**src/id_pkg.sv**
```systemverilog
`default_nettype none

package id_pkg;

    typedef logic [31:0] inst_t;
    typedef logic [31:0] word_t;
    typedef logic [4:0]  reg_addr_t;
    typedef logic [29:0] op_onehot_t;    // bit 29 is SPECIAL, bit 0 is SWR
    typedef logic [29:0] func_onehot_t;  // bit 29 is ADD, bit 0 is ERET

    localparam logic [5:0] SPECIAL_OP  = 6'b000000;
    localparam logic [5:0] SPECIAL2_OP = 6'b011100;
    localparam logic [5:0] COP0_OP     = 6'b010000;
    localparam logic [5:0] REGIMM_OP   = 6'b000001;
    localparam logic [5:0] ADDI_OP     = 6'b001000;
    localparam logic [5:0] ADDIU_OP    = 6'b001001;
    localparam logic [5:0] SLTI_OP     = 6'b001010;
    localparam logic [5:0] SLTIU_OP    = 6'b001011;
    localparam logic [5:0] ANDI_OP     = 6'b001100;
    localparam logic [5:0] LUI_OP      = 6'b001111;
    localparam logic [5:0] ORI_OP      = 6'b001101;
    localparam logic [5:0] XORI_OP     = 6'b001110;
    localparam logic [5:0] LB_OP       = 6'b100000;
    localparam logic [5:0] LH_OP       = 6'b100001;
    localparam logic [5:0] LBU_OP      = 6'b100100;
    localparam logic [5:0] LHU_OP      = 6'b100101;
    localparam logic [5:0] LW_OP       = 6'b100011;
    localparam logic [5:0] LWL_OP      = 6'b100010;
    localparam logic [5:0] LWR_OP      = 6'b100110;
    localparam logic [5:0] JAL_OP      = 6'b000011;
    localparam logic [5:0] BEQ_OP      = 6'b000100;
    localparam logic [5:0] BNE_OP      = 6'b000101;
    localparam logic [5:0] BGTZ_OP     = 6'b000111;
    localparam logic [5:0] BLEZ_OP     = 6'b000110;
    localparam logic [5:0] J_OP        = 6'b000010;
    localparam logic [5:0] SB_OP       = 6'b101000;
    localparam logic [5:0] SH_OP       = 6'b101001;
    localparam logic [5:0] SW_OP       = 6'b101011;
    localparam logic [5:0] SWL_OP      = 6'b101010;
    localparam logic [5:0] SWR_OP      = 6'b101110;

    localparam logic [5:0] ADD_FUNCT     = 6'b100000;
    localparam logic [5:0] ADDU_FUNCT    = 6'b100001;
    localparam logic [5:0] SUB_FUNCT     = 6'b100010;
    localparam logic [5:0] SUBU_FUNCT    = 6'b100011;
    localparam logic [5:0] SLT_FUNCT     = 6'b101010;
    localparam logic [5:0] SLTU_FUNCT    = 6'b101011;
    localparam logic [5:0] AND_FUNCT     = 6'b100100;
    localparam logic [5:0] NOR_FUNCT     = 6'b100111;
    localparam logic [5:0] OR_FUNCT      = 6'b100101;
    localparam logic [5:0] XOR_FUNCT     = 6'b100110;
    localparam logic [5:0] SLLV_FUNCT    = 6'b000100;
    localparam logic [5:0] SLL_FUNCT     = 6'b000000;
    localparam logic [5:0] SRAV_FUNCT    = 6'b000111;
    localparam logic [5:0] SRA_FUNCT     = 6'b000011;
    localparam logic [5:0] SRLV_FUNCT    = 6'b000110;
    localparam logic [5:0] SRL_FUNCT     = 6'b000010;
    localparam logic [5:0] JALR_FUNCT    = 6'b001001;
    localparam logic [5:0] MFHI_FUNCT    = 6'b010000;
    localparam logic [5:0] MFLO_FUNCT    = 6'b010010;
    localparam logic [5:0] DIV_FUNCT     = 6'b011010;
    localparam logic [5:0] DIVU_FUNCT    = 6'b011011;
    localparam logic [5:0] MUL_FUNCT     = 6'b000010;  // under SPECIAL2
    localparam logic [5:0] MULT_FUNCT    = 6'b011000;
    localparam logic [5:0] MULTU_FUNCT   = 6'b011001;
    localparam logic [5:0] JR_FUNCT      = 6'b001000;
    localparam logic [5:0] MTHI_FUNCT    = 6'b010001;
    localparam logic [5:0] MTLO_FUNCT    = 6'b010011;
    localparam logic [5:0] BREAK_FUNCT   = 6'b001101;
    localparam logic [5:0] SYSCALL_FUNCT = 6'b001100;
    localparam logic [5:0] ERET_FUNCT    = 6'b011000;  // under COP0 with the CO bit
    localparam logic [5:0] TLBP_FUNCT    = 6'b001000;
    localparam logic [5:0] TLBR_FUNCT    = 6'b000001;
    localparam logic [5:0] TLBWI_FUNCT   = 6'b000010;

    localparam logic [4:0] BGEZ_RT   = 5'b00001;
    localparam logic [4:0] BLTZ_RT   = 5'b00000;
    localparam logic [4:0] BGEZAL_RT = 5'b10001;
    localparam logic [4:0] BLTZAL_RT = 5'b10000;
    localparam logic [4:0] MFC0_RS   = 5'b00000;
    localparam logic [4:0] MTC0_RS   = 5'b00100;

    // positions in op_onehot_t that the immediate extension looks at
    localparam int ANDI_BIT = 21;
    localparam int LUI_BIT  = 20;
    localparam int ORI_BIT  = 19;
    localparam int XORI_BIT = 18;

    typedef struct packed {
        op_onehot_t   op_codes;
        func_onehot_t func_codes;
        reg_addr_t    rs;
        reg_addr_t    rt;
        reg_addr_t    rd;
        logic [4:0]   sa;
        logic [15:0]  imme;
        logic [25:0]  j_imme;
        logic         w_reg_ena;
        reg_addr_t    w_reg_dst;
        logic         is_branch;
        logic         is_j_imme;
        logic         is_jr;
        logic         is_ls;
        logic         is_mul;
        logic         is_cop0;
        logic         is_tlbp;
        logic         is_tlbr;
        logic         is_tlbwi;
        logic         is_check_ov;
        logic         is_ri;
        logic         is_hilo;
    } id_dec_t;

    typedef struct packed {
        logic      ena;
        reg_addr_t dst;
        word_t     data;
    } wb_t;

    typedef struct packed {
        logic      valid;
        reg_addr_t dst;
    } load_hz_t;

    typedef struct packed {
        id_dec_t dec;
        word_t   rs_val;
        word_t   rt_val;
        word_t   imm_ext;
    } id_ex_t;

endpackage

`default_nettype wire

```
**src/idu_1.sv**
```systemverilog
`default_nettype none

module idu_1 import id_pkg::*; (
    input  wire inst_t inst,
    output id_dec_t    dec
);
    logic [5:0]   op;
    logic [5:0]   funct;
    reg_addr_t    rs;
    reg_addr_t    rt;
    op_onehot_t   op_codes;
    func_onehot_t func_raw;
    func_onehot_t func_mask;
    func_onehot_t func_codes;
    logic         co_ctx;
    logic         mfc0;
    logic         mtc0;
    logic         regimm_ok;
    logic         link;
    logic         r_writer;
    logic         i_writer;
    reg_addr_t    w_dst;
    logic         tlbp;
    logic         tlbr;
    logic         tlbwi;

    assign op    = inst[31:26];
    assign funct = inst[5:0];
    assign rs    = inst[25:21];
    assign rt    = inst[20:16];

    assign op_codes = {
        op == SPECIAL_OP,
        op == SPECIAL2_OP,
        op == COP0_OP,
        op == REGIMM_OP,
        op == ADDI_OP,      // 25..18 are the ALU immediates
        op == ADDIU_OP,
        op == SLTI_OP,
        op == SLTIU_OP,
        op == ANDI_OP,
        op == LUI_OP,
        op == ORI_OP,
        op == XORI_OP,
        op == LB_OP,        // 17..11 are the loads
        op == LH_OP,
        op == LBU_OP,
        op == LHU_OP,
        op == LW_OP,
        op == LWL_OP,
        op == LWR_OP,
        op == JAL_OP,
        op == BEQ_OP,       // 9..6 are the compare branches
        op == BNE_OP,
        op == BGTZ_OP,
        op == BLEZ_OP,
        op == J_OP,
        op == SB_OP,        // 4..0 are the stores
        op == SH_OP,
        op == SW_OP,
        op == SWL_OP,
        op == SWR_OP
    };

    assign func_raw = {
        funct == ADD_FUNCT,
        funct == ADDU_FUNCT,
        funct == SUB_FUNCT,
        funct == SUBU_FUNCT,
        funct == SLT_FUNCT,
        funct == SLTU_FUNCT,
        funct == AND_FUNCT,
        funct == NOR_FUNCT,
        funct == OR_FUNCT,
        funct == XOR_FUNCT,
        funct == SLLV_FUNCT,
        funct == SLL_FUNCT,
        funct == SRAV_FUNCT,
        funct == SRA_FUNCT,
        funct == SRLV_FUNCT,
        funct == SRL_FUNCT,
        funct == JALR_FUNCT,
        funct == MFHI_FUNCT,
        funct == MFLO_FUNCT,
        funct == DIV_FUNCT,
        funct == DIVU_FUNCT,
        funct == MUL_FUNCT,
        funct == MULT_FUNCT,
        funct == MULTU_FUNCT,
        funct == JR_FUNCT,
        funct == MTHI_FUNCT,
        funct == MTLO_FUNCT,
        funct == BREAK_FUNCT,
        funct == SYSCALL_FUNCT,
        funct == ERET_FUNCT
    };

    // funct codes repeat across opcode spaces, so each bit only counts under its own opcode
    assign co_ctx     = op_codes[27] & inst[25] & (inst[24:6] == '0);
    assign func_mask  = {{21{op_codes[29]}}, op_codes[28], {7{op_codes[29]}}, co_ctx};
    assign func_codes = func_raw & func_mask;

    assign tlbp  = co_ctx & (funct == TLBP_FUNCT);
    assign tlbr  = co_ctx & (funct == TLBR_FUNCT);
    assign tlbwi = co_ctx & (funct == TLBWI_FUNCT);

    assign mfc0      = op_codes[27] & (rs == MFC0_RS) & (inst[10:3] == '0);
    assign mtc0      = op_codes[27] & (rs == MTC0_RS) & (inst[10:3] == '0);
    assign regimm_ok = op_codes[26] & ((rt == BGEZ_RT) | (rt == BLTZ_RT) |
                                       (rt == BGEZAL_RT) | (rt == BLTZAL_RT));
    assign link      = (op_codes[26] & ((rt == BGEZAL_RT) | (rt == BLTZAL_RT))) | op_codes[10];

    assign r_writer = (|func_codes[29:11]) | func_codes[8];   // ALU ops, jalr, mfhi/mflo, mul
    assign i_writer = (|op_codes[25:11]) | mfc0;

    // anything that writes no register decodes to register 0
    assign w_dst = r_writer ? inst[15:11] :
                   i_writer ? rt          :
                   link     ? 5'd31       : 5'd0;

    always_comb begin
        dec.op_codes    = op_codes;
        dec.func_codes  = func_codes;
        dec.rs          = rs;
        dec.rt          = rt;
        dec.rd          = inst[15:11];
        dec.sa          = inst[10:6];
        dec.imme        = inst[15:0];
        dec.j_imme      = inst[25:0];
        dec.w_reg_dst   = w_dst;
        dec.w_reg_ena   = (w_dst != 5'd0);
        dec.is_branch   = (|op_codes[9:6]) | op_codes[26];
        dec.is_j_imme   = op_codes[10] | op_codes[5];
        dec.is_jr       = func_codes[13] | func_codes[5];
        dec.is_ls       = (|op_codes[17:11]) | (|op_codes[4:0]);
        dec.is_mul      = func_codes[8];
        dec.is_cop0     = op_codes[27] | func_codes[2] | func_codes[1];
        dec.is_tlbp     = tlbp;
        dec.is_tlbr     = tlbr;
        dec.is_tlbwi    = tlbwi;
        dec.is_check_ov = func_codes[29] | func_codes[27] | op_codes[25];
        dec.is_hilo     = (|func_codes[12:9]) | (|func_codes[7:6]) | (|func_codes[4:3]);
        dec.is_ri       = ~((|func_codes) | (|op_codes[25:0]) | regimm_ok |
                            mfc0 | mtc0 | tlbp | tlbr | tlbwi);
    end

endmodule

`default_nettype wire

```
**src/idu_ctrl.sv**
```systemverilog
`default_nettype none

module idu_ctrl import id_pkg::*; (
    input  wire logic     clk,
    input  wire logic     rst_n,
    input  wire id_dec_t  dec,
    input  wire logic     inst_valid,
    input  wire load_hz_t load_hz,
    input  wire logic     flush,
    output logic          stall,
    output logic          capture,
    output logic          out_valid
);
    typedef enum logic [1:0] {
        ST_IDLE,
        ST_ISSUE,
        ST_HOLD
    } state_t;

    state_t state;
    state_t state_nxt;
    logic   hz_match;

    // a load in execute has no data yet for a source read here
    assign hz_match = (load_hz.dst == dec.rs) || (load_hz.dst == dec.rt);
    assign stall    = inst_valid && load_hz.valid && (load_hz.dst != '0) && hz_match;
    assign capture  = inst_valid && !stall && !flush;

    always_comb begin
        if (flush)
            state_nxt = ST_IDLE;    // flush wins over capture
        else if (stall)
            state_nxt = ST_HOLD;    // upstream keeps the instruction
        else if (capture)
            state_nxt = ST_ISSUE;
        else
            state_nxt = ST_IDLE;
    end

    always_ff @(posedge clk or negedge rst_n) begin
        if (!rst_n)
            state <= ST_IDLE;
        else
            state <= state_nxt;
    end

    assign out_valid = (state == ST_ISSUE);

    a_dec_onehot: assert property (@(posedge clk) disable iff (!rst_n)
        inst_valid |-> $onehot0(dec.op_codes) && $onehot0(dec.func_codes));

    a_reset_quiet: assert property (@(posedge clk)
        $rose(rst_n) |-> !stall && !out_valid);

endmodule

`default_nettype wire

```
**src/idu_operand.sv**
```systemverilog
`default_nettype none

module idu_operand import id_pkg::*; #(
    parameter bit WB_BYPASS = 1'b1
) (
    input  wire logic      clk,
    input  wire logic      rst_n,
    input  wire id_dec_t   dec,
    input  wire wb_t       wb,
    input  wire word_t     rs_data,
    input  wire word_t     rt_data,
    output reg_addr_t      rs_addr,
    output reg_addr_t      rt_addr,
    input  wire logic      capture,
    output id_ex_t         id_ex
);
    word_t  imm_ext;
    logic   zero_ext;
    id_ex_t id_ex_nxt;

    function automatic word_t fwd(input wb_t w, input reg_addr_t addr, input word_t rf_data);
        if (WB_BYPASS && w.ena && w.dst != '0 && w.dst == addr)
            return w.data;   // value being written this cycle
        return rf_data;
    endfunction

    assign rs_addr  = dec.rs;
    assign rt_addr  = dec.rt;
    assign zero_ext = dec.op_codes[ANDI_BIT] | dec.op_codes[ORI_BIT] | dec.op_codes[XORI_BIT];

    always_comb begin
        if (dec.op_codes[LUI_BIT])
            imm_ext = {dec.imme, 16'h0000};
        else if (zero_ext)
            imm_ext = {16'h0000, dec.imme};
        else
            imm_ext = {{16{dec.imme[15]}}, dec.imme};
    end

    always_comb begin
        id_ex_nxt.dec     = dec;
        id_ex_nxt.rs_val  = fwd(wb, dec.rs, rs_data);
        id_ex_nxt.rt_val  = fwd(wb, dec.rt, rt_data);
        id_ex_nxt.imm_ext = imm_ext;
    end

    always_ff @(posedge clk or negedge rst_n) begin
        if (!rst_n)
            id_ex <= '0;
        else if (capture)
            id_ex <= id_ex_nxt;   // held otherwise, out_valid tells execute whether to use it
    end

endmodule

`default_nettype wire

```
**src/idu_regfile.sv**
```systemverilog
`default_nettype none

module idu_regfile import id_pkg::*; #(
    parameter bit WB_BYPASS = 1'b1
) (
    input  wire logic      clk,
    input  wire logic      rst_n,
    input  wire wb_t       wb,
    input  wire reg_addr_t rs_addr,
    input  wire reg_addr_t rt_addr,
    output word_t          rs_data,
    output word_t          rt_data
);
    word_t regs [31:1];   // register 0 has no storage

    always_ff @(posedge clk or negedge rst_n) begin
        if (!rst_n) begin
            for (int i = 1; i < 32; i++)
                regs[i] <= '0;
        end else if (wb.ena && wb.dst != '0) begin
            regs[wb.dst] <= wb.data;
        end
    end

    assign rs_data = (rs_addr == '0) ? '0 : regs[rs_addr];
    assign rt_data = (rt_addr == '0) ? '0 : regs[rt_addr];

endmodule

`default_nettype wire

```
**src/idu_top.sv**
```systemverilog
`default_nettype none

module idu_top import id_pkg::*; #(
    parameter bit WB_BYPASS = 1'b1
) (
    input  wire logic     clk,
    input  wire logic     rst_n,
    input  wire inst_t    inst,
    input  wire logic     inst_valid,
    input  wire wb_t      wb,
    input  wire load_hz_t load_hz,
    input  wire logic     flush,
    output logic          stall,
    output logic          out_valid,
    output id_ex_t        id_ex
);
    id_dec_t   dec;
    reg_addr_t rs_addr;
    reg_addr_t rt_addr;
    word_t     rs_data;
    word_t     rt_data;
    logic      capture;

    idu_1 i_idu_1 (
        .inst (inst),
        .dec  (dec)
    );

    idu_ctrl i_ctrl (
        .clk        (clk),
        .rst_n      (rst_n),
        .dec        (dec),
        .inst_valid (inst_valid),
        .load_hz    (load_hz),
        .flush      (flush),
        .stall      (stall),
        .capture    (capture),
        .out_valid  (out_valid)
    );

    idu_regfile #(
        .WB_BYPASS (WB_BYPASS)
    ) i_regfile (
        .clk     (clk),
        .rst_n   (rst_n),
        .wb      (wb),
        .rs_addr (rs_addr),
        .rt_addr (rt_addr),
        .rs_data (rs_data),
        .rt_data (rt_data)
    );

    idu_operand #(
        .WB_BYPASS (WB_BYPASS)
    ) i_operand (
        .clk     (clk),
        .rst_n   (rst_n),
        .dec     (dec),
        .wb      (wb),
        .rs_data (rs_data),
        .rt_data (rt_data),
        .rs_addr (rs_addr),
        .rt_addr (rt_addr),
        .capture (capture),
        .id_ex   (id_ex)
    );

endmodule

`default_nettype wire

```
**config.mk**
```make
export PLATFORM = sky130hd
export DESIGN_NAME = idu_top
export DESIGN_NICKNAME = d
export VERILOG_FILES = /design/src/id_pkg.sv /design/src/idu_1.sv /design/src/idu_ctrl.sv /design/src/idu_operand.sv /design/src/idu_regfile.sv /design/src/idu_top.sv
export SDC_FILE = /design/constraint.sdc
export NUM_CORES = 2
export LEC_CHECK = 0
export BUFFER_PORTS_ARGS = -buffer_cell sky130_fd_sc_hd__buf_2
export CAP_MARGIN = 0
export CORE_MARGIN = 2
export CORE_UTILIZATION = 40
export DETAILED_ROUTE_END_ITERATION = 16
export GPL_TIMING_DRIVEN = 1
export PLACE_DENSITY = 0.62
export SLEW_MARGIN = 20
export SYNTH_ARGS = -nofsm -noshare
export SYNTH_HDL_FRONTEND = slang
export SYNTH_SLANG_ARGS = --single-unit
```
**constraint.sdc**
```tcl
create_clock -name clk -period 2.3 [get_ports clk]
set_input_delay 0.345 -clock clk [delete_from_list [all_inputs] [get_ports clk]]
set_output_delay 0.345 -clock clk [all_outputs]
set_load 0.02 [all_outputs]
```
After elaboration in Yosys (flattened, before gate mapping)
Cells that the tools add are included.
- output and inout bits: 238
- input bits: 80
- logic and storage cells: 220
- register bits after elaboration: 1230
- equality and inequality tests: 66
- reduce and logical (&&, ||, !) cells: 31
- mux-type cells: 23
- bitwise operators: 39
- order comparisons: 4
- operators with widths (kind ; count):
    $bwmux 992 ; 1
    $mux 32 ; 11
    $bmux 32 s5 ; 2
    $demux 32 s5 ; 1
    $eq 6x6->1 const B ; 22
    $eq 6x4->1 const B ; 12
    $eq 6x5->1 const B ; 10
    $eq 6x3->1 const B ; 7
    $and 30x30->30 ; 1
    $reduce_or 30->1 ; 1
    $or 1x1->1 ; 26
    $reduce_or 26->1 ; 1
    $eq 6x2->1 const B ; 4
    $eq 5x5->1 ; 4
    $logic_not 19->1 ; 1
    $reduce_or 19->1 ; 1
    $lt 5x6->1 const B ; 3
    $mux 5 ; 3
    $reduce_bool 5->1 ; 3
    $reduce_or 15->1 ; 1
    $eq 6x1->1 const B ; 2
    $logic_not 6->1 ; 2
    $and 1x1->1 ; 11
    $eq 5x5->1 const B ; 2
    other kinds (16) ; 31

Longest topological paths before layout
- word-level depth: 13
- depth in mapped cells: 11
- depth with buffers taken out: 7

Modules after synthesis
From an unflattened synthesis, not the netlist that was laid out.
- cells, all modules: 4690
- area total of the unflattened synthesis: 65625.4 µm²
- modules (own cells, without submodules) (module ; instances ; cells each ; area an instance (µm²) ; seq. area each (µm²)):
    idu_regfile ; 1 ; 3562 ; 53548.9 ; 24823.8
    idu_operand ; 1 ; 849 ; 10264.8 ; 5905.7
    idu_1 ; 1 ; 252 ; 1575.3 ; 0.0
    idu_ctrl ; 1 ; 27 ; 236.5 ; 50.0

Least setup slack after synthesis
No wires, ideal clock.
- path kind: input-to-reg
- start: in inst[21]
- end: reg, netlist name i_operand.id_ex[90]
- data arrival time: 2.039 ns
- slack: 0.135 ns
- setup time: 0.126 ns
- required time: 2.174 ns
- buffers on the path: 3
- cell stages on the path: 8
- cell sequence: buf_2 -> clkbuf_1 -> buf_2 -> mux4_2 -> a22oi_1 -> nand3_1 -> o21ai_0 -> a21oi_1
- longest elaborated chain between the ends: 6
- elaborated cells on any way between the ends: 14
- those cells by class: eq/ne (2); mux (5); reduce/logical (7)
- RTL lines (what ; line ; source):
    start, declared ; idu_top.sv:8 ; input wire inst_t inst,
    branches (longest 6 deep; another with $bmux 32 s5) ; n/a ;
Parallel ways; which one is timed is not known. The select of a mux whose other input is x is not followed.
A chain may end at the register's enable or synchronous reset.

Worst setup path in the final report
- start: in inst[17]
- end: out stall
- longest elaborated chain between the ends: 3
- RTL lines (what ; line ; source):
    $eq 5x5->1 ; idu_ctrl.sv:25 ; assign hz_match = (load_hz.dst == dec.rs) || (load_hz.dst == dec.rt);
    $logic_or 1x1->1 ; idu_ctrl.sv:25 ;
    $logic_and 1x1->1 ; idu_ctrl.sv:26 ; assign stall = inst_valid && load_hz.valid && (load_hz.dst != '0) && hz_match;
    end, declared ; idu_top.sv:13 ; output logic stall,
Every way passes these cells.

==> results.cfg <==
[global_routing]
grt_pass1_wl_um = 310000
antenna_found_initial = 15
grtUsageTotal_pct = 26.9
gr-total-overflow = 0
grt_pass1_vias = 44100
grt_max_degree = 80

[critical_path]
worstSetupPathType = in2out
critical_path_required_ps = 1960
critPathLaunchType = primary input
crit_fanout = 3
arrival_ps = 1910
crit_path_end_kind = output port
rrSetupSlack_ps = 300

[cts]
clock_path_buffers = 3
cts_root_buf = clkbuf_16
cts-buffers-inserted = 130
clk_latency_ps = 780
postCtsSetupBuffers = 0
ctsHtreeMaxLevel = 4
cts_tree = built
cts_num_sinks = 1193
clk_pin_slew_ps = 60

[drt]
drt-met1-wl_um = 86600
detail-route-antenna-nets = 0
wl_met2_um = 95800
dr_wl_met3_um = 19500
vias = 43700
firstDrtPassIters = 5
drcViolationCount = 0
totalWireLength_um = 212000
drt_iter0_drc = 4105
top_layer = met5
via_per_inst = 6.22
wl_per_cell_um = 30.1

[synth]
ys_ff_latch = 1193
yosysUniqueCellTypes = 66
synth_flop_cell = dfrtp_1
mappedNetlistNets = 4575
seq_area_frac_synth_pct = 48.7
ys_async_sr_fraction_pct = 100
synth.avg_cell_area_um2 = 13.6
synthCells = 4495
yosys_warnings = 0
synth-edff-count = 0
netlist_area_um2 = 61300

[timing]
skew_ps = 31.3
setup_slack_ps = 46.3
max_freq_mhz = 444
final_hold_viol_count = 0
slew_headroom_pct = 44.1
rsz0062_at_grt = false
max_slew.worst_pin.slew_ps = 827
period_needed_ps = 2250
min_period_over_period_pct = 98.0
report.final.slew_viol_count = 0
setup_viol = 0
fin_tns_setup_ps = 0

[placement]
post_dp_cell_area_um2 = 68800
port_buffers = 317
dpl_worst_slack_ps = -266
dp_hpwl_um = 133000
gp_congestion = 0.861

[hold_path]
hold_path.class = in2reg

[floorplanning]
io_pins = 318
dieArea_um2 = 156000
fp.dieH_um = 395
die_x_um = 395
rows = 143
fp.coreArea_um2 = 152000
initial_utilization_pct = 40.3

[finish]
final_cell_mix = dfrtp_1 (1193), mux2_2 (1054), mux4_2 (430)
fin_nets = 4978
stdcell_area_um2 = 73500
drive_gt1_share_pct = 50.0
num-fill-cells = 13200
syn_to_final_growth_pct = 19.9
final_common_cell = dfrtp_1
fin_util_pct = 48.3

[job]
cap_viol_max_count = 0

[run_status]
status = completed

[power_and_ir_drop]
power.leakage_nw = 32.4
power.density_nw_per_um2 = 848
peakVddDrop_mv = 0.839
[critical path, cell delays in order]
cell,delay [ps]
dlygate4sd3_1,570
buf_8,150
xnor2_1,120
nand3_1,110
o22ai_1,190
and4_1,260
buf_4,160
[worst paths after layout]
path | start | end | cells past startpoint
min | inst[12] | i_operand.id_ex[162]$_DFFE_PN0P_ | 4
max | inst[17] | stall | 7
max in group asynchronous | rst_n | i_regfile.regs[462]$_DFFE_PN0P_ | 4
min reg2reg | i_operand.id_ex[221]$_DFFE_PN0P_ | i_operand.id_ex[221]$_DFFE_PN0P_ | 2
max reg2reg | i_regfile.regs[361]$_DFFE_PN0P_ | i_operand.id_ex[73]$_DFFE_PN0P_ | 6
min in group asynchronous | rst_n | i_operand.id_ex[12]$_DFFE_PN0P_ | 2
[area by class of cell]
type,count,area [µm²],area share (%)
tap,2030,2540,3.45
multi-input combinational,2799,29500,40.1
timing repair buffer,766,7110,9.67
inverter,8,36.3,0.0494
clock buffer,203,4120,5.60
clock inverter,28,383,0.521
sequential,1193,29900,40.6
antenna,1,2.50,0.00340
[flip-flops by register name (all words and copies together), names as in the netlist]
register / count
i_regfile.regs: 992
i_operand.id_ex: 199
i_ctrl.state: 2
[logic make-up after synthesis]
logic type      count (synthesis)  share of synthesized area, %
compound gates                578                          6.51
xor+xnor                       20                         0.286
buf+inv                       503                          3.62
flops                        1193                          48.7
mux                          1538                          36.0
simple gates                  663                          4.83
[power by group]
part / internal [mW] / switching, mW
combinational: 7.13 / 5.53
clock: 13.3 / 8.84
sequential: 24.8 / 2.82
total: 45.2 / 17.2
[repair_timing]
action,4_1_cts,5_1_grt
hold buffers,25,0
hold endpoints to repair,291,0
gates resized for setup,0,2
endpoints found under the setup margin,0,1
[synth_stat cells (all sizes together), types with 52 or more instances]
cell type  number  area, µm²
clkbuf        262        985
dfrtp        1193      29900
o21ai          99        495
a221oi         66        578
buf           233       1200
nor2          168        631
mux2         1056      11900
mux2i          52        521
nand2         281       1060
mux4          430       9680
a22oi         116        871
nand3          80        400
a21oi         102        510
[per-stage QoR]
step                power, mW  hold slack (ps)  std cells
floorplan                35.8             49.4       4495
global placement         40.0              308       6771
detailed placement       40.5              315       6771
CTS                      62.7             12.6       7027
global route             64.9             43.2       7028
finish                   62.4             62.7       7028
[per-layer routing]
metal | track usage [%] | vias up
met1 | 36.6 | 23200
met2 | 41.2 | 2105
met4 | 11.0 | 16
li1 | - | 17900
met3 | 6.81 | 490
met5 | 0.0308 | -
Note: power is estimated with default switching activity, not from simulation.
